## config.mk

```make
export PLATFORM = sky130hd
export DESIGN_NAME = perf_mon_top
export DESIGN_NICKNAME = d
export VERILOG_FILES = /design/src/hdl/axil_regs_pkg.sv /design/src/hdl/perf_mon_pkg.sv /design/src/hdl/axil_regs.sv /design/src/hdl/metric_counters.sv /design/src/hdl/perf_mon_top.sv /design/src/hdl/slot_event_detect.sv
export SDC_FILE = /design/constraint.sdc
export NUM_CORES = 1
export LEC_CHECK = 0
export BUFFER_PORTS_ARGS = -buffer_cell sky130_fd_sc_hd__buf_4
export CORE_UTILIZATION = 47
export CTS_CLUSTER_SIZE = 16
export DETAILED_ROUTE_END_ITERATION = 10
export REMOVE_ABC_BUFFERS = 1
export SLEW_MARGIN = 20
export SYNTH_ARGS = -nofsm -noshare
export SYNTH_HDL_FRONTEND = slang
export SYNTH_SLANG_ARGS = --single-unit
```

## constraint.sdc

```tcl
create_clock -name core_clk_i -period 5.55 [get_ports core_clk_i]
set_input_delay 1.11 -clock core_clk_i [delete_from_list [all_inputs] [get_ports core_clk_i]]
set_output_delay 1.11 -clock core_clk_i [all_outputs]
set_load 0.05 [all_outputs]
```

## src/hdl/axil_regs_pkg.sv

```systemverilog
package axil_regs_pkg;

    localparam int lite_addr_width = 16;
    localparam int lite_data_width = 32;

    // byte addresses of the register map.
    typedef enum logic [lite_addr_width-1:0] {
        reg_ctrl       = 16'h0000, // bit0 count enable, bit1 irq enable.
        reg_irq_status = 16'h0004, // write 1 to clear.
        reg_global_lo  = 16'h0008,
        reg_global_hi  = 16'h000c,
        reg_sample_0   = 16'h0010,
        reg_sample_1   = 16'h0014,
        reg_sample_2   = 16'h0018,
        reg_sample_3   = 16'h001c,
        reg_sample_4   = 16'h0020,
        reg_sample_5   = 16'h0024
    } reg_addr_e;

    typedef enum logic [1:0] {
        resp_okay   = 2'b00,
        resp_slverr = 2'b10
    } resp_e;

    typedef enum logic [1:0] {
        lite_idle,
        lite_wresp,
        lite_rdata
    } lite_state_e;

endpackage

```

## src/hdl/perf_mon_pkg.sv

```systemverilog
package perf_mon_pkg;

    localparam int num_metrics = 6;
    localparam int global_count_width = 64;

    // index of each metric in the event, overflow and sample vectors.
    typedef enum logic [2:0] {
        metric_wr_trans = 3'd0,
        metric_rd_trans = 3'd1,
        metric_wr_beats = 3'd2,
        metric_rd_beats = 3'd3,
        metric_wr_bytes = 3'd4, // counted from wstrb.
        metric_wr_resp  = 3'd5
    } metric_e;

endpackage

```

## src/hdl/axil_regs.sv

```systemverilog
module axil_regs #(
    parameter int metric_width_p = 32
) (
    input  logic                                                     core_clk_i,
    input  logic                                                     rst_n_i,
    input  logic [axil_regs_pkg::lite_addr_width-1:0]                s_axil_awaddr_i,
    input  logic                                                     s_axil_awvalid_i,
    output logic                                                     s_axil_awready_o,
    input  logic [axil_regs_pkg::lite_data_width-1:0]                s_axil_wdata_i,
    input  logic [axil_regs_pkg::lite_data_width/8-1:0]              s_axil_wstrb_i,
    input  logic                                                     s_axil_wvalid_i,
    output logic                                                     s_axil_wready_o,
    output logic [1:0]                                               s_axil_bresp_o,
    output logic                                                     s_axil_bvalid_o,
    input  logic                                                     s_axil_bready_i,
    input  logic [axil_regs_pkg::lite_addr_width-1:0]                s_axil_araddr_i,
    input  logic                                                     s_axil_arvalid_i,
    output logic                                                     s_axil_arready_o,
    output logic [axil_regs_pkg::lite_data_width-1:0]                s_axil_rdata_o,
    output logic [1:0]                                               s_axil_rresp_o,
    output logic                                                     s_axil_rvalid_o,
    input  logic                                                     s_axil_rready_i,
    input  logic [perf_mon_pkg::num_metrics-1:0][metric_width_p-1:0] sample_i,
    input  logic [perf_mon_pkg::global_count_width-1:0]              global_sample_i,
    input  logic [perf_mon_pkg::num_metrics-1:0]                     overflow_i,
    output logic                                                     count_en_o,
    output logic                                                     interrupt_o
);

    localparam int dw_lp = axil_regs_pkg::lite_data_width;

    typedef logic [dw_lp-1:0] word_t;

    axil_regs_pkg::lite_state_e state_q;
    logic [1:0] ctrl_q; // bit0 count enable, bit1 irq enable.
    logic [perf_mon_pkg::num_metrics-1:0] status_q;
    logic [perf_mon_pkg::num_metrics-1:0] status_clr;
    logic wr_fire;
    logic rd_fire;
    logic ctrl_we;
    axil_regs_pkg::resp_e wr_resp;
    axil_regs_pkg::resp_e rd_resp;
    word_t rd_data;

    assign wr_fire = s_axil_awvalid_i & s_axil_awready_o & s_axil_wvalid_i & s_axil_wready_o;
    assign rd_fire = s_axil_arvalid_i & s_axil_arready_o;
    assign count_en_o = ctrl_q[0];

    // write decode.
    always_comb begin
        wr_resp = axil_regs_pkg::resp_okay;
        ctrl_we = 1'b0;
        status_clr = '0;
        case (axil_regs_pkg::reg_addr_e'(s_axil_awaddr_i))
            axil_regs_pkg::reg_ctrl:
                ctrl_we = wr_fire & s_axil_wstrb_i[0];
            axil_regs_pkg::reg_irq_status: begin
                if (wr_fire && s_axil_wstrb_i[0]) begin
                    status_clr = s_axil_wdata_i[perf_mon_pkg::num_metrics-1:0];
                end
            end
            axil_regs_pkg::reg_global_lo, axil_regs_pkg::reg_global_hi,
            axil_regs_pkg::reg_sample_0, axil_regs_pkg::reg_sample_1,
            axil_regs_pkg::reg_sample_2, axil_regs_pkg::reg_sample_3,
            axil_regs_pkg::reg_sample_4, axil_regs_pkg::reg_sample_5:
                wr_resp = axil_regs_pkg::resp_okay; // read only, data dropped.
            default:
                wr_resp = axil_regs_pkg::resp_slverr;
        endcase
    end

    // read mux.
    always_comb begin
        rd_data = '0;
        rd_resp = axil_regs_pkg::resp_okay;
        case (axil_regs_pkg::reg_addr_e'(s_axil_araddr_i))
            axil_regs_pkg::reg_ctrl:       rd_data = word_t'(ctrl_q);
            axil_regs_pkg::reg_irq_status: rd_data = word_t'(status_q);
            axil_regs_pkg::reg_global_lo:  rd_data = global_sample_i[dw_lp-1:0];
            axil_regs_pkg::reg_global_hi:  rd_data = global_sample_i[2*dw_lp-1:dw_lp];
            axil_regs_pkg::reg_sample_0:   rd_data = word_t'(sample_i[0]);
            axil_regs_pkg::reg_sample_1:   rd_data = word_t'(sample_i[1]);
            axil_regs_pkg::reg_sample_2:   rd_data = word_t'(sample_i[2]);
            axil_regs_pkg::reg_sample_3:   rd_data = word_t'(sample_i[3]);
            axil_regs_pkg::reg_sample_4:   rd_data = word_t'(sample_i[4]);
            axil_regs_pkg::reg_sample_5:   rd_data = word_t'(sample_i[5]);
            default:                       rd_resp = axil_regs_pkg::resp_slverr;
        endcase
    end

    always_ff @(posedge core_clk_i) begin
        if (!rst_n_i) begin
            state_q          <= axil_regs_pkg::lite_idle;
            s_axil_awready_o <= 1'b0;
            s_axil_wready_o  <= 1'b0;
            s_axil_arready_o <= 1'b0;
            s_axil_bvalid_o  <= 1'b0;
            s_axil_rvalid_o  <= 1'b0;
        end else begin
            s_axil_awready_o <= 1'b0; // readies are single-cycle pulses.
            s_axil_wready_o  <= 1'b0;
            s_axil_arready_o <= 1'b0;
            case (state_q)
                axil_regs_pkg::lite_idle: begin
                    if (wr_fire) begin
                        s_axil_bvalid_o <= 1'b1;
                        state_q         <= axil_regs_pkg::lite_wresp;
                    end else if (rd_fire) begin
                        s_axil_rvalid_o <= 1'b1;
                        state_q         <= axil_regs_pkg::lite_rdata;
                    end else if (s_axil_awvalid_i && s_axil_wvalid_i) begin
                        s_axil_awready_o <= 1'b1; // write wins over read.
                        s_axil_wready_o  <= 1'b1;
                    end else if (s_axil_arvalid_i) begin
                        s_axil_arready_o <= 1'b1;
                    end
                end
                axil_regs_pkg::lite_wresp: begin
                    if (s_axil_bready_i) begin
                        s_axil_bvalid_o <= 1'b0;
                        state_q         <= axil_regs_pkg::lite_idle;
                    end
                end
                axil_regs_pkg::lite_rdata: begin
                    if (s_axil_rready_i) begin
                        s_axil_rvalid_o <= 1'b0;
                        state_q         <= axil_regs_pkg::lite_idle;
                    end
                end
                default: state_q <= axil_regs_pkg::lite_idle;
            endcase
        end
    end

    always_ff @(posedge core_clk_i) begin
        if (wr_fire) begin
            s_axil_bresp_o <= wr_resp;
        end
        if (rd_fire) begin
            s_axil_rdata_o <= rd_data;
            s_axil_rresp_o <= rd_resp;
        end
    end

    always_ff @(posedge core_clk_i) begin
        if (!rst_n_i) begin
            ctrl_q      <= '0;
            status_q    <= '0;
            interrupt_o <= 1'b0;
        end else begin
            if (ctrl_we) begin
                ctrl_q <= s_axil_wdata_i[1:0];
            end
            status_q    <= (status_q & ~status_clr) | overflow_i; // a new overflow beats the clear.
            interrupt_o <= ctrl_q[1] & (|status_q);
        end
    end

    rvalid_hold_a: assert property (@(posedge core_clk_i) disable iff (!rst_n_i)
        s_axil_rvalid_o && !s_axil_rready_i |=> s_axil_rvalid_o && $stable(s_axil_rdata_o));

    bvalid_hold_a: assert property (@(posedge core_clk_i) disable iff (!rst_n_i)
        s_axil_bvalid_o && !s_axil_bready_i |=> s_axil_bvalid_o);

endmodule

```

## src/hdl/metric_counters.sv

```systemverilog
module metric_counters #(
    parameter int metric_width_p = 32,
    parameter int bytes_width_p = 4
) (
    input  logic                                                     core_clk_i,
    input  logic                                                     rst_n_i,
    input  logic [perf_mon_pkg::num_metrics-1:0]                     ev_valid_i,
    input  logic [bytes_width_p-1:0]                                 wr_bytes_i,
    input  logic                                                     count_en_i,
    input  logic                                                     capture_event_i,
    input  logic                                                     reset_event_i,
    output logic [perf_mon_pkg::num_metrics-1:0][metric_width_p-1:0] sample_o,
    output logic [perf_mon_pkg::global_count_width-1:0]              global_sample_o,
    output logic [perf_mon_pkg::num_metrics-1:0]                     overflow_o
);

    typedef logic [metric_width_p:0] sum_t; // top bit is the wrap carry.
    typedef logic [perf_mon_pkg::global_count_width-1:0] global_t;

    logic [metric_width_p-1:0] live_q [perf_mon_pkg::num_metrics];
    sum_t sum [perf_mon_pkg::num_metrics];
    global_t global_q;
    global_t global_next;
    logic clear;

    assign clear = capture_event_i | reset_event_i;
    assign global_next = global_q + global_t'(count_en_i);

    always_comb begin
        for (int i = 0; i < perf_mon_pkg::num_metrics; i++) begin
            sum[i] = {1'b0, live_q[i]};
            if (count_en_i) begin
                if (perf_mon_pkg::metric_e'(i) == perf_mon_pkg::metric_wr_bytes) begin
                    if (ev_valid_i[i]) begin
                        sum[i] = sum[i] + sum_t'(wr_bytes_i);
                    end
                end else begin
                    sum[i] = sum[i] + sum_t'(ev_valid_i[i]);
                end
            end
        end
    end

    always_ff @(posedge core_clk_i) begin
        if (!rst_n_i) begin
            live_q          <= '{default: '0};
            sample_o        <= '0;
            overflow_o      <= '0;
            global_q        <= '0;
            global_sample_o <= '0;
        end else begin
            for (int i = 0; i < perf_mon_pkg::num_metrics; i++) begin
                overflow_o[i] <= sum[i][metric_width_p];
                live_q[i]     <= clear ? '0 : sum[i][metric_width_p-1:0];
                if (capture_event_i) begin
                    sample_o[i] <= sum[i][metric_width_p-1:0]; // includes this cycle's event.
                end
            end
            global_q <= clear ? '0 : global_next;
            if (capture_event_i) begin
                global_sample_o <= global_next;
            end
        end
    end

    overflow_needs_en_a: assert property (@(posedge core_clk_i) disable iff (!rst_n_i)
        overflow_o != '0 |-> $past(count_en_i));

endmodule

```

## src/hdl/perf_mon_top.sv

```systemverilog
module perf_mon_top #(
    parameter int metric_width_p = 32,
    parameter int data_width_p = 64
) (
    input  logic                                      core_clk_i,
    input  logic                                      rst_n_i,
    input  logic                                      slot_awvalid_i,
    input  logic                                      slot_awready_i,
    input  logic                                      slot_wvalid_i,
    input  logic                                      slot_wready_i,
    input  logic [data_width_p/8-1:0]                 slot_wstrb_i,
    input  logic                                      slot_bvalid_i,
    input  logic                                      slot_bready_i,
    input  logic                                      slot_arvalid_i,
    input  logic                                      slot_arready_i,
    input  logic                                      slot_rvalid_i,
    input  logic                                      slot_rready_i,
    input  logic                                      capture_event_i,
    input  logic                                      reset_event_i,
    input  logic [axil_regs_pkg::lite_addr_width-1:0] s_axil_awaddr_i,
    input  logic                                      s_axil_awvalid_i,
    output logic                                      s_axil_awready_o,
    input  logic [axil_regs_pkg::lite_data_width-1:0] s_axil_wdata_i,
    input  logic [axil_regs_pkg::lite_data_width/8-1:0] s_axil_wstrb_i,
    input  logic                                      s_axil_wvalid_i,
    output logic                                      s_axil_wready_o,
    output logic [1:0]                                s_axil_bresp_o,
    output logic                                      s_axil_bvalid_o,
    input  logic                                      s_axil_bready_i,
    input  logic [axil_regs_pkg::lite_addr_width-1:0] s_axil_araddr_i,
    input  logic                                      s_axil_arvalid_i,
    output logic                                      s_axil_arready_o,
    output logic [axil_regs_pkg::lite_data_width-1:0] s_axil_rdata_o,
    output logic [1:0]                                s_axil_rresp_o,
    output logic                                      s_axil_rvalid_o,
    input  logic                                      s_axil_rready_i,
    output logic                                      interrupt_o
);

    localparam int bytes_width_lp = $clog2(data_width_p / 8 + 1); // strobe popcount width.

    logic [perf_mon_pkg::num_metrics-1:0] ev_valid;
    logic [bytes_width_lp-1:0] wr_bytes;
    logic [perf_mon_pkg::num_metrics-1:0][metric_width_p-1:0] sample;
    logic [perf_mon_pkg::global_count_width-1:0] global_sample;
    logic [perf_mon_pkg::num_metrics-1:0] overflow;
    logic count_en;

    slot_event_detect #(
        .data_width_p(data_width_p)
    ) u_detect (
        .core_clk_i    (core_clk_i),
        .rst_n_i       (rst_n_i),
        .slot_awvalid_i(slot_awvalid_i),
        .slot_awready_i(slot_awready_i),
        .slot_wvalid_i (slot_wvalid_i),
        .slot_wready_i (slot_wready_i),
        .slot_wstrb_i  (slot_wstrb_i),
        .slot_bvalid_i (slot_bvalid_i),
        .slot_bready_i (slot_bready_i),
        .slot_arvalid_i(slot_arvalid_i),
        .slot_arready_i(slot_arready_i),
        .slot_rvalid_i (slot_rvalid_i),
        .slot_rready_i (slot_rready_i),
        .ev_valid_o    (ev_valid),
        .wr_bytes_o    (wr_bytes)
    );

    metric_counters #(
        .metric_width_p(metric_width_p),
        .bytes_width_p (bytes_width_lp)
    ) u_counters (
        .core_clk_i     (core_clk_i),
        .rst_n_i        (rst_n_i),
        .ev_valid_i     (ev_valid),
        .wr_bytes_i     (wr_bytes),
        .count_en_i     (count_en),
        .capture_event_i(capture_event_i),
        .reset_event_i  (reset_event_i),
        .sample_o       (sample),
        .global_sample_o(global_sample),
        .overflow_o     (overflow)
    );

    axil_regs #(
        .metric_width_p(metric_width_p)
    ) u_regs (
        .core_clk_i      (core_clk_i),
        .rst_n_i         (rst_n_i),
        .s_axil_awaddr_i (s_axil_awaddr_i),
        .s_axil_awvalid_i(s_axil_awvalid_i),
        .s_axil_awready_o(s_axil_awready_o),
        .s_axil_wdata_i  (s_axil_wdata_i),
        .s_axil_wstrb_i  (s_axil_wstrb_i),
        .s_axil_wvalid_i (s_axil_wvalid_i),
        .s_axil_wready_o (s_axil_wready_o),
        .s_axil_bresp_o  (s_axil_bresp_o),
        .s_axil_bvalid_o (s_axil_bvalid_o),
        .s_axil_bready_i (s_axil_bready_i),
        .s_axil_araddr_i (s_axil_araddr_i),
        .s_axil_arvalid_i(s_axil_arvalid_i),
        .s_axil_arready_o(s_axil_arready_o),
        .s_axil_rdata_o  (s_axil_rdata_o),
        .s_axil_rresp_o  (s_axil_rresp_o),
        .s_axil_rvalid_o (s_axil_rvalid_o),
        .s_axil_rready_i (s_axil_rready_i),
        .sample_i        (sample),
        .global_sample_i (global_sample),
        .overflow_i      (overflow),
        .count_en_o      (count_en),
        .interrupt_o     (interrupt_o)
    );

endmodule

```

## src/hdl/slot_event_detect.sv

```systemverilog
module slot_event_detect #(
    parameter int data_width_p = 64,
    localparam int strb_width_lp = data_width_p / 8,
    localparam int bytes_width_lp = $clog2(strb_width_lp + 1)
) (
    input  logic                                   core_clk_i,
    input  logic                                   rst_n_i,
    input  logic                                   slot_awvalid_i,
    input  logic                                   slot_awready_i,
    input  logic                                   slot_wvalid_i,
    input  logic                                   slot_wready_i,
    input  logic [strb_width_lp-1:0]               slot_wstrb_i,
    input  logic                                   slot_bvalid_i,
    input  logic                                   slot_bready_i,
    input  logic                                   slot_arvalid_i,
    input  logic                                   slot_arready_i,
    input  logic                                   slot_rvalid_i,
    input  logic                                   slot_rready_i,
    output logic [perf_mon_pkg::num_metrics-1:0]   ev_valid_o,
    output logic [bytes_width_lp-1:0]              wr_bytes_o
);

    logic [perf_mon_pkg::num_metrics-1:0] hs;
    logic [bytes_width_lp-1:0] strb_count;

    always_comb begin
        hs = '0;
        hs[perf_mon_pkg::metric_wr_trans] = slot_awvalid_i & slot_awready_i;
        hs[perf_mon_pkg::metric_rd_trans] = slot_arvalid_i & slot_arready_i;
        hs[perf_mon_pkg::metric_wr_beats] = slot_wvalid_i & slot_wready_i;
        hs[perf_mon_pkg::metric_rd_beats] = slot_rvalid_i & slot_rready_i;
        hs[perf_mon_pkg::metric_wr_bytes] = slot_wvalid_i & slot_wready_i;
        hs[perf_mon_pkg::metric_wr_resp]  = slot_bvalid_i & slot_bready_i;
        strb_count = '0;
        for (int i = 0; i < strb_width_lp; i++) begin
            strb_count = strb_count + bytes_width_lp'(slot_wstrb_i[i]);
        end
    end

    always_ff @(posedge core_clk_i) begin
        if (!rst_n_i) begin
            ev_valid_o <= '0;
            wr_bytes_o <= '0;
        end else begin
            ev_valid_o <= hs;
            // byte count only travels with a write beat.
            wr_bytes_o <= hs[perf_mon_pkg::metric_wr_bytes] ? strb_count : '0;
        end
    end

    wr_bytes_idle_a: assert property (@(posedge core_clk_i) disable iff (!rst_n_i)
        !ev_valid_o[perf_mon_pkg::metric_wr_bytes] |-> wr_bytes_o == '0);

endmodule

```

== Word-level counts from Yosys, hierarchy flattened ==
Index checks and enable logic that the tools add are counted.

* Add/subtract/negate cells: 14
* $mul: 0
* Div/mod/pow operators: 0
* Magnitude comparators: 0
* Equal/unequal tests: 26
* Shift operators: 0
* Multiplexer cells: 27
* Bitwise gates (word level): 17
* Reductions and logical operators: 19

{| class="wikitable"
|+ Operators with widths
! operator !! count
|-
| $pmux 32 s10 || 1
|-
| $mux 32 || 7
|-
| $add 32x1->33 || 5
|-
| $eq 16x5->1 const B || 8
|-
| $add 64x1->64 || 1
|-
| $eq 16x4->1 const B || 4
|-
| $eq 16x6->1 const B || 4
|-
| $add 32x4->33 || 1
|-
| $eq 16x3->1 const B || 2
|-
| $logic_not 16->1 || 2
|-
| $add 4x1->4 || 6
|-
| $reduce_or 10->1 || 2
|-
| $mux 2 || 6
|-
| $mux 6 || 2
|-
| $and 1x1->1 || 11
|-
| $reduce_and 3->1 || 3
|-
| $mux 1 || 8
|-
| $and 6x6->6 || 1
|-
| $ne 2x2->1 const B || 3
|-
| $not 6->6 || 1
|-
| $or 6x6->6 || 1
|-
| $pmux 2 s3 || 1
|-
| $reduce_or 6->1 || 1
|-
| $reduce_or 5->1 || 1
|-
| other kinds (15) || 21
|}

* Bits in registers: 579
* Latch bits: 0
* RAM bits: 0
* Memory bits (read-only): 0
* Bits of input ports: 95
* Output and inout port bits: 42
* Memories: 0

== Logic depth before layout (Yosys ltp) ==
Gate-level depths: netlist of the first run.

* Depth in word-level cells: 9
* Depth in mapped cells: 9

== Cells and area by module ==
Synthesis of the first run repeated with hierarchy kept, for this count alone.

* Cells, all modules: 2645
* Area, all modules: 24310.8 sq um

{| class="wikitable"
|+ By module, submodules not included
! module !! instances !! cells an instance !! area an instance (sq um) !! seq. area each (sq um)
|-
| metric_counters || 1 || 2245 || 20214.4 || 10369.9
|-
| axil_regs || 1 || 360 || 3668.5 || 1321.3
|-
| slot_event_detect || 1 || 40 || 427.9 || 180.2
|}

== Worst setup path before layout of the first run ==
No wires, ideal clock.

* Path type: input-to-reg
* From: in slot_wstrb_i[0]
* To: reg u_detect.wr_bytes_o[2]
* Arrival time: 3.256 ns
* Path slack: 2.175 ns
* Stages: 8
* Cells stage by stage: ha_1 -> inv_1 -> fa_1 -> fa_1 -> fa_1 -> fa_1 -> xor2_1 -> nor2_1

* Cells in the longest elaborated chain, start to end: 7

{| class="wikitable"
|+ Ends and longest elaborated chain
! element !! line !! RTL
|-
| from (decl) || perf_mon_top.sv:11 || <nowiki>input logic [data_width_p/8-1:0] slot_wstrb_i,</nowiki>
|-
| $add 1x1->2 || slot_event_detect.sv:36 || <nowiki>strb_count = strb_count + bytes_width_lp'(slot_wstrb_i[i]);</nowiki>
|-
| $add 4x1->4 (6 in a row) || slot_event_detect.sv:36 ||
|-
| to (signal assigned) || slot_event_detect.sv:47 || <nowiki>wr_bytes_o <= hs[perf_mon_pkg::metric_wr_bytes] ? strb_count : '0;</nowiki>
|-
| to (decl) || slot_event_detect.sv:20 || <nowiki>output logic [bytes_width_lp-1:0] wr_bytes_o</nowiki>
|}

No other way between the ends.
A chain may end at the register's enable or synchronous reset.

== Worst setup path in the final report of the first run ==
* From: in s_axil_araddr_i[13] (netlist bit)
* To: reg u_regs.s_axil_rdata_o[19] (netlist bit), data pin

* Cells in the longest elaborated chain, start to end: 2

{| class="wikitable"
|+ Ends and longest elaborated chain
! element !! line !! RTL
|-
| from (decl) || perf_mon_top.sv:30 || <nowiki>input logic [axil_regs_pkg::lite_addr_width-1:0] s_axil_araddr_i,</nowiki>
|-
| $eq 16x6->1 (tied with other cells) || axil_regs.sv:76 || <nowiki>case (axil_regs_pkg::reg_addr_e'(s_axil_araddr_i))</nowiki>
|-
| $pmux 32 s10 (*) || axil_regs.sv:76 ||
|-
| named net u_regs.rd_data[19] || axil_regs.sv:43 || <nowiki>word_t rd_data;</nowiki>
|-
| to (signal assigned) || axil_regs.sv:140 || <nowiki>s_axil_rdata_o <= rd_data;</nowiki>
|-
| to (decl) || axil_regs.sv:19 || <nowiki>output logic [axil_regs_pkg::lite_data_width-1:0] s_axil_rdata_o,</nowiki>
|}

Mark *: on every way through the listed nets, which the timed path passes. The rest lies on a longest branch.

==> metrics, run 1 <==
Post-synth EDFFs 34; top post-synthesis cells by area dfxtp_1 45%, nor2_1 5.6%, edfxtp_1 4.3%; slew of the pin with the lowest slew margin 1.04 ns; Top delay family on crit path simple AND/OR/NAND/NOR gates; synthesized instance count 2,634; CTS clock-pin slew for the worst setup and hold paths 0.06 ns; Max transition margin 0.304; Synth cell types 61; Port-buffer cells 105; largest stage delay on the critical path 0.95 ns; CTS Buf Count 60; Critical Path RT 6.01 ns; Final Hold Viols 0; critical path arrival 3.75 ns; DR vias/cell 5.85; TritonCTS sink count 576; Hold Crit Endpoint u_regs.status_q[2]; synthesized flop and latch total 576; number of cells on the worst hold path 1; average wire per standard cell 20.2 um; number of antenna violations at the first check in global routing 0; Leak 9.02 nW; top cell type by total area after synthesis dfxtp_1; die width 227 um; total gr overflow 0; # DRC 0; YS warnings 0; capturing point of the worst reg2reg path u_counters.sample_o[153]; Seq/Total Area, Yosys 0.497; Initial DRC Count 1,917; most common cell in the synthesized netlist dfxtp_1; Avg Cell Area, Syn 9.07 sq um; first-pass GRT wire length 105,000 um; clock latency on the worst-skew pair 0.61 ns; fin util 0.539; CTS resizes 0; Post-synth top cells 542 x dfxtp_1, 357 x nor2_1, 184 x a21oi_1, 181 x o21ai_0, 162 x clkbuf_1; Slowest cell on crit path nor4_4; routability cong. 0.886; CTS hold repair buffers 0; pwr dens 320 nW/um^2; Placed Instances 3,249; via count 19,667; Die ar. 51,700 sq um; synth-to-layout area growth 13.1%; Routed WL 67,800 um; final setup fails 0; Critical Path Start Type input pin; IO Count 137; Synth top area share 0.454; status finished clean; Layout Cells excl Fill 3,361; total track usage 0.261; RSZ-0062 raised after global routing no; hpwl dp 45,100 um; Most Frequent Cell on Critical Path buf_4; pin count of the biggest net entering global routing 254; register area 11,900 sq um; final worst setup slack 2.26 ns; setup slack, reg-to-reg 2.57 ns; Post-DP Area 25,100 sq um; maximum vdd drop 0.000271 V; worst reg-to-reg path cell count 6; Tmin final 3.29 ns; combined area of the multi-input logic cells 11,200 sq um; nets@finish 2,758; Netlist Area Pre-Place 23,900 sq um; Final Cell Area 27,000 sq um; initial core utilization 0.476; clk_skew 0.0122 ns; # fillers 4,610; hold path start u_counters.overflow_o[2]; Hold Crit Class reg -> reg; num rows 82; Worst Setup SP s_axil_araddr_i[13]; FMAX 0.304 GHz; CTS Root Cell clkbuf_16; Core Footprint 50,200 sq um; TritonCTS clock tree done; Pins Over Slew Limit 0; leading register cell type out of synthesis dfxtp_1; crit path capture type register; reg2reg start u_regs.ctrl_q[0]; Setup Buffers After CTS 0; clk buf depth 3; max_cap viols 0; CP Class in -> reg; drt pass-1 iters 6; Buf/Inv on CP 2; CP max FO 14; crit share post-route 0.592; vias in the first global route 18,546; Synth async-reset ratio 0; Placement Setup Slack 1.68 ns; CP cell instances buf_4 -> or4_1 -> nor4_4 -> buf_4 -> a221oi_1 -> nand3_1; H-tree Lvls 2; layout cells sized above 1 0.0915; Routed Antenna Nets 0; die height 227 um
[layer usage]
metal  wire length (um)  track usage
met1              31300        0.362
met2              30500        0.411
met3               4150       0.0428
met4               1850       0.0885
met5                  0            0
[cells in the final DEF (no fill, tap or decap), drive strengths merged, types with 6 or more instances in the layout]
cell type,n
a2111oi,6
a211oi,92
a21boi,7
a21oi,184
a221oi,23
a222oi,12
a22o,33
a22oi,41
a31oi,31
and2,13
and3,41
and4,33
buf,127
clkbuf,98
clkinv,10
dfxtp,542
edfxtp,34
ha,19
inv,44
mux2i,19
nand2,116
nand3,107
nand4,92
nand4b,9
nor2,357
nor3,41
nor4,49
o21a,6
o21ai,181
o31ai,21
or3,15
or4,28
xnor2,101
xor2,110
[registers in the layout, summed over array words and instances, names as in the netlist, 2 cells and up]
name and cells:
u_counters.global_q 64, u_counters.global_sample_o 64, u_counters.live_q 192, u_counters.overflow_o 6
u_counters.sample_o 192, u_detect.ev_valid_o 5, u_detect.wr_bytes_o 4, u_regs.ctrl_q 2
u_regs.s_axil_rdata_o 32, u_regs.state_q 2, u_regs.status_q 6
[cell type report]
type	count	share of cell area
Tap cell	672	0.0311
Sequential cell	576	0.439
Antenna cell	1	0.0000926
Timing Repair Buffer	127	0.0369
Inverter	44	0.00616
Clock inverter	13	0.00347
Clock buffer	98	0.0679
Multi-Input combinational cell	1830	0.415
[how the worst max path moves through the flow]
stage                                endpoint  slack (ns)  cells after the start
floorplan             u_counters.global_q[10]       -0.88                      3
global placement    u_regs.s_axil_rdata_o[29]        1.64                      7
detailed placement  u_regs.s_axil_rdata_o[29]        1.68                      7
CTS                 u_regs.s_axil_rdata_o[29]        2.33                      7
global route        u_regs.s_axil_rdata_o[14]        2.19                      7
finish              u_regs.s_axil_rdata_o[19]        2.26                      6
[power by group]
| group | leakage, nW | total (W) | switching (W) | internal (W) |
|---|---|---|---|---|
| combinational | 3.40 | 0.000365 | 0.000241 | 0.000124 |
| clock | 0.947 | 0.00394 | 0.00165 | 0.00229 |
| sequential | 4.68 | 0.00435 | 0.0000762 | 0.00427 |
| total | 9.02 | 0.00866 | 0.00197 | 0.00669 |
[worst reg2reg max path, delay by kind of cell (launching register included)]
family          cells  cell delay [ns]
xor+xnor            1             0.22
flops               1             0.34
simple gates        2             0.97
compound gates      2             0.87
buf+inv             1             0.43
[cell families after synthesis]
group | share of synthesized area
DFF | 0.497
adders and majority gates | 0.0141
xor gates and xnor gates | 0.0773
AOI/OAI and AO/OA | 0.168
muxes | 0.00843
buffers and inverters | 0.0371
other | 0.000157
and+or+nand+nor | 0.198
[per-stage QoR]
step | TNS (ns) | hold slack, ns | power, W
after global routing | 0 | 0.478 | 0.00894
after detailed placement | 0 | 0.428 | 0.00480
after CTS | 0 | 0.442 | 0.00873
after floorplan | -219.62 | 0.418 | 0.00459
after global placement | 0 | 0.436 | 0.00479
final | 0 | 0.438 | 0.00866
Note: power is estimated with default switching activity, not from simulation.
==> inputs of run 2 (changes only) <==
--- a/config.mk
+++ b/config.mk
@@ -9,6 +9,7 @@
 export CORE_UTILIZATION = 47
 export CTS_CLUSTER_SIZE = 16
 export DETAILED_ROUTE_END_ITERATION = 10
+export PLACE_DENSITY = 0.67
 export REMOVE_ABC_BUFFERS = 1
 export SLEW_MARGIN = 20
 export SYNTH_ARGS = -nofsm -noshare
==> constraint.sdc (replaced) <==
create_clock -name core_clk_i -period 2.9 [get_ports core_clk_i]
set_input_delay 0.58 -clock core_clk_i [delete_from_list [all_inputs] [get_ports core_clk_i]]
set_output_delay 0.58 -clock core_clk_i [all_outputs]
set_load 0.05 [all_outputs]
==> metrics, run 2 (synthesized netlist as in run 1, its figures left out) <==
status finished clean; clock latency on the worst-skew pair 0.61 ns; nets@finish 2,796; first-pass GRT wire length 106,000 um; CTS Buf Count 58; layout cells sized above 1 0.105; CP max FO 33; crit path capture type register; CTS Root Cell clkbuf_16; RSZ-0062 raised after global routing no; Critical Path Start Type register; maximum vdd drop 0.000471 V; Critical Path RT 3.36 ns; Hold Crit Class in -> reg; die height 227 um; Final Hold Viols 0; CTS clock-pin slew for the worst setup and hold paths 0.06 ns; Layout Cells excl Fill 3,397; pwr dens 608 nW/um^2; CTS resizes 0; TritonCTS sink count 576; largest registers u_counters.live_q x192, u_counters.sample_o x192; num rows 82; final setup fails 0; initial core utilization 0.476; total track usage 0.262; DR vias/cell 5.88; H-tree Lvls 2; CP Class reg -> reg; IO Count 137; # diodes 0; Leak 9.28 nW; critical path arrival 3.07 ns; Placed Instances 3,289; Port-buffer cells 105; Pins Over Slew Limit 0; Routed WL 67,700 um; hold path start s_axil_rready_i; Final Cell Area 27,500 sq um; average wire per standard cell 19.9 um; Routed Antenna Nets 0; TritonCTS clock tree done; total gr overflow 0; CTS hold repair buffers 0; # DRC 0; die width 227 um; Core Footprint 50,200 sq um; clk buf depth 3; hpwl dp 46,000 um; Initial DRC Count 1,785; FMAX 0.383 GHz; Setup Buffers After CTS 0; synth-to-layout area growth 15.2%; setup slack, reg-to-reg 0.29 ns; commonest cells after routing, fill and taps aside 542 x dfxtp_1, 357 x nor2_1, 184 x a21oi_1; pin count of the biggest net entering global routing 139; drt pass-1 iters 7; commonest non-fill, non-tap cell in the layout dfxtp_1; via count 19,959; max_cap viols 0; Post-DP Area 25,500 sq um; number of antenna violations at the first check in global routing 0; Max transition margin 0.401; slew of the pin with the lowest slew margin 0.899 ns; Worst Setup SP u_regs.ctrl_q[0]; reg2reg start u_regs.ctrl_q[0]; routability cong. 0.855; Tmin final 2.61 ns; vias in the first global route 19,017; crit share post-route 0.900; clk_skew 0.0217 ns; Die ar. 51,700 sq um
[run 2: final cells by class]
cell class                 instances  area, sq um
clock buffer                      95         1840
sequential                       576        11900
inverter                          44          166
fill                            4450        22600
clock inverter                    13          148
timing repair buffer             167         1450
multi-input combinational       1830        11200
tap                              672          841
[run 2: through the flow]
stage                     power [W]  hold WS (ns)  setup TNS [ns]  setup WS (ns)   util
after detailed placement    0.00920         0.444          -0.310         -0.194  0.509
after floorplan             0.00878         0.418         -806.11          -3.00      -
after global placement      0.00918         0.426          -0.243         -0.153  0.509
after CTS                    0.0168         0.163               0          0.308  0.549
after global routing         0.0173         0.190               0         0.0446  0.549
final                        0.0167         0.187               0          0.290  0.549
[run 2: path summary, 6_finish.rpt]
| kind | endpoint | cells after the start |
|---|---|---|
| setup / recovery | u_counters.sample_o[147] | 6 |
| hold / removal | u_regs.s_axil_rvalid_o | 2 |
| setup reg to reg | u_counters.sample_o[147] | 6 |
| hold reg to reg | u_regs.status_q[2] | 1 |
[run 2: worst max-delay path: stages, from the launching register on]
cell	delay (ns)
dfxtp_1	0.33
buf_4	0.43
and2_1	0.37
nand2_1	0.37
a2111oi_0	0.63
xnor2_1	0.22
a21oi_1	0.10
[run 2: per-layer routing]
| metal | share of wire | up-vias | wire, um | GRT usage |
|---|---|---|---|---|
| li1 | - | 9625 | - | - |
| met1 | 0.46 | 9646 | 30900 | 0.362 |
| met2 | 0.46 | 565 | 30900 | 0.420 |
| met3 | 0.055 | 123 | 3730 | 0.0338 |
| met4 | 0.032 | 0 | 2130 | 0.0933 |
| met5 | 0 | - | 0 | 0 |
[run 2: power breakdown]
group / total (W) / switching (W) / internal, W / leakage (nW)
Clock: 0.00771 / 0.00314 / 0.00457 / 0.968
Combinational: 0.000712 / 0.000462 / 0.000250 / 3.63
Sequential: 0.00832 / 0.000140 / 0.00818 / 4.68
Total: 0.0167 / 0.00374 / 0.0130 / 9.28
==> inputs of run 3 (changes only) <==
--- a/config.mk
+++ b/config.mk
@@ -10,6 +10,7 @@
 export CTS_CLUSTER_SIZE = 16
 export DETAILED_ROUTE_END_ITERATION = 10
 export PLACE_DENSITY = 0.67
+export RECOVER_POWER = 100
 export REMOVE_ABC_BUFFERS = 1
 export SLEW_MARGIN = 20
 export SYNTH_ARGS = -nofsm -noshare
==> metrics, run 3 (synthesized netlist as in run 1, its figures left out) <==
status finished clean; final worst setup slack 0.139 ns; critical path arrival 3.30 ns; GRT met3 Usage 0.0338; FMAX 0.362 GHz; CTS Buf Count 58; Tmin final 2.76 ns; nets@finish 2,796; crit path capture type register; Core Footprint 50,200 sq um; register area 11,900 sq um; clk_skew 0.0207 ns; first-pass GRT wire length 106,000 um; met2 Usage GRT 0.420; layout cells sized above 1 0.0789; max_cap viols 0; number of antenna violations at the first check in global routing 0; Routed Antenna Nets 0; synth-to-layout area growth 13.6%; commonest non-fill, non-tap cell in the layout dfxtp_1; pin count of the biggest net entering global routing 139; TritonCTS clock tree done; Leak 8.98 nW; combined area of the multi-input logic cells 11,100 sq um; GR Util met1 0.362; maximum vdd drop 0.000489 V; initial core utilization 0.476; # diodes 0; routability cong. 0.855; largest registers u_counters.live_q x192, u_counters.sample_o x192; gr busiest metal met2; commonest cells after routing, fill and taps aside 542 x dfxtp_1, 357 x nor2_1, 184 x a21oi_1; Placement Setup Slack -0.194 ns; total gr overflow 0; Die ar. 51,700 sq um; Routed WL 67,800 um; total track usage 0.262; hpwl dp 46,000 um; Initial DRC Count 1,755; Critical Path RT 3.43 ns; via count 19,927; RSZ-0062 raised after global routing no; Setup Buffers After CTS 0; Layout Cells excl Fill 3,397; fin util 0.541; CP max FO 64; H-tree Lvls 2; IO Count 137; pwr dens 616 nW/um^2; clock latency on the worst-skew pair 0.61 ns; TritonCTS sink count 576; slew of the pin with the lowest slew margin 1.09 ns; # DRC 0; CTS Root Cell clkbuf_16; Port-buffer cells 105; total power 0.0167 W; Placed Instances 3,289; DR vias/cell 5.87; Final Hold Viols 0; drt pass-1 iters 5; Critical Path Start Type input pin; num rows 82; die width 227 um; worst hold margin 0.189 ns; CTS resizes 0; Hold Crit Class in -> reg; average wire per standard cell 20.0 um; vias in the first global route 19,017; CTS hold repair buffers 0; Max transition margin 0.274; Pins Over Slew Limit 0; die height 227 um; clk buf depth 3; CTS clock-pin slew for the worst setup and hold paths 0.06 ns; final setup fails 0; # fillers 4,537; CP Class in -> reg; crit share post-route 0.952
run 3: per-stage QoR:
| stage | setup TNS [ns] | area, sq um |
|---|---|---|
| after global placement | -0.243 | 25500 |
| after global routing | 0 | 27100 |
| after CTS | 0 | 27500 |
| final | 0 | 27100 |
| after detailed placement | -0.310 | 25500 |
| after floorplan | -806.11 | 23200 |
run 3: power breakdown:
part	total, W	internal [W]	switching [W]
sequential	0.00832	0.00818	0.000140
combinational	0.000686	0.000225	0.000461
clock	0.00771	0.00457	0.00314
total	0.0167	0.0130	0.00374
run 3: final timing paths:
check	startpoint	end	slack, ns	depth (start not counted)
setup reg to reg	u_detect.ev_valid_o[4]	u_counters.sample_o[84]	0.17	8
hold / removal	s_axil_rready_i	u_regs.s_axil_rvalid_o	0.19	2
setup / recovery	rst_n_i	u_counters.live_q[75]	0.14	5
hold reg to reg	u_counters.overflow_o[2]	u_regs.status_q[2]	0.46	1
run 3: metal layers:
layer  wire [um]  vias up
li1            -     9616
met1       31000     9616
met5           0        -
met4        2130        0
met2       30900      573
met3        3750      122
run 3: area by class of cell:
| type | instances | share of cell area |
|---|---|---|
| Sequential cell | 576 | 0.437 |
| Clock buffer | 95 | 0.0677 |
| Clock inverter | 13 | 0.00544 |
| Timing Repair Buffer | 167 | 0.0424 |
| Tap cell | 672 | 0.0310 |
| Multi-Input combinational cell | 1830 | 0.410 |
| Inverter | 44 | 0.00613 |
run 3: worst max-delay path: stages:
cell	delay (ns)
clkbuf_1	0.73
clkinvlp_2	0.30
or3_2	0.89
buf_4	0.49
nor2_1	0.22
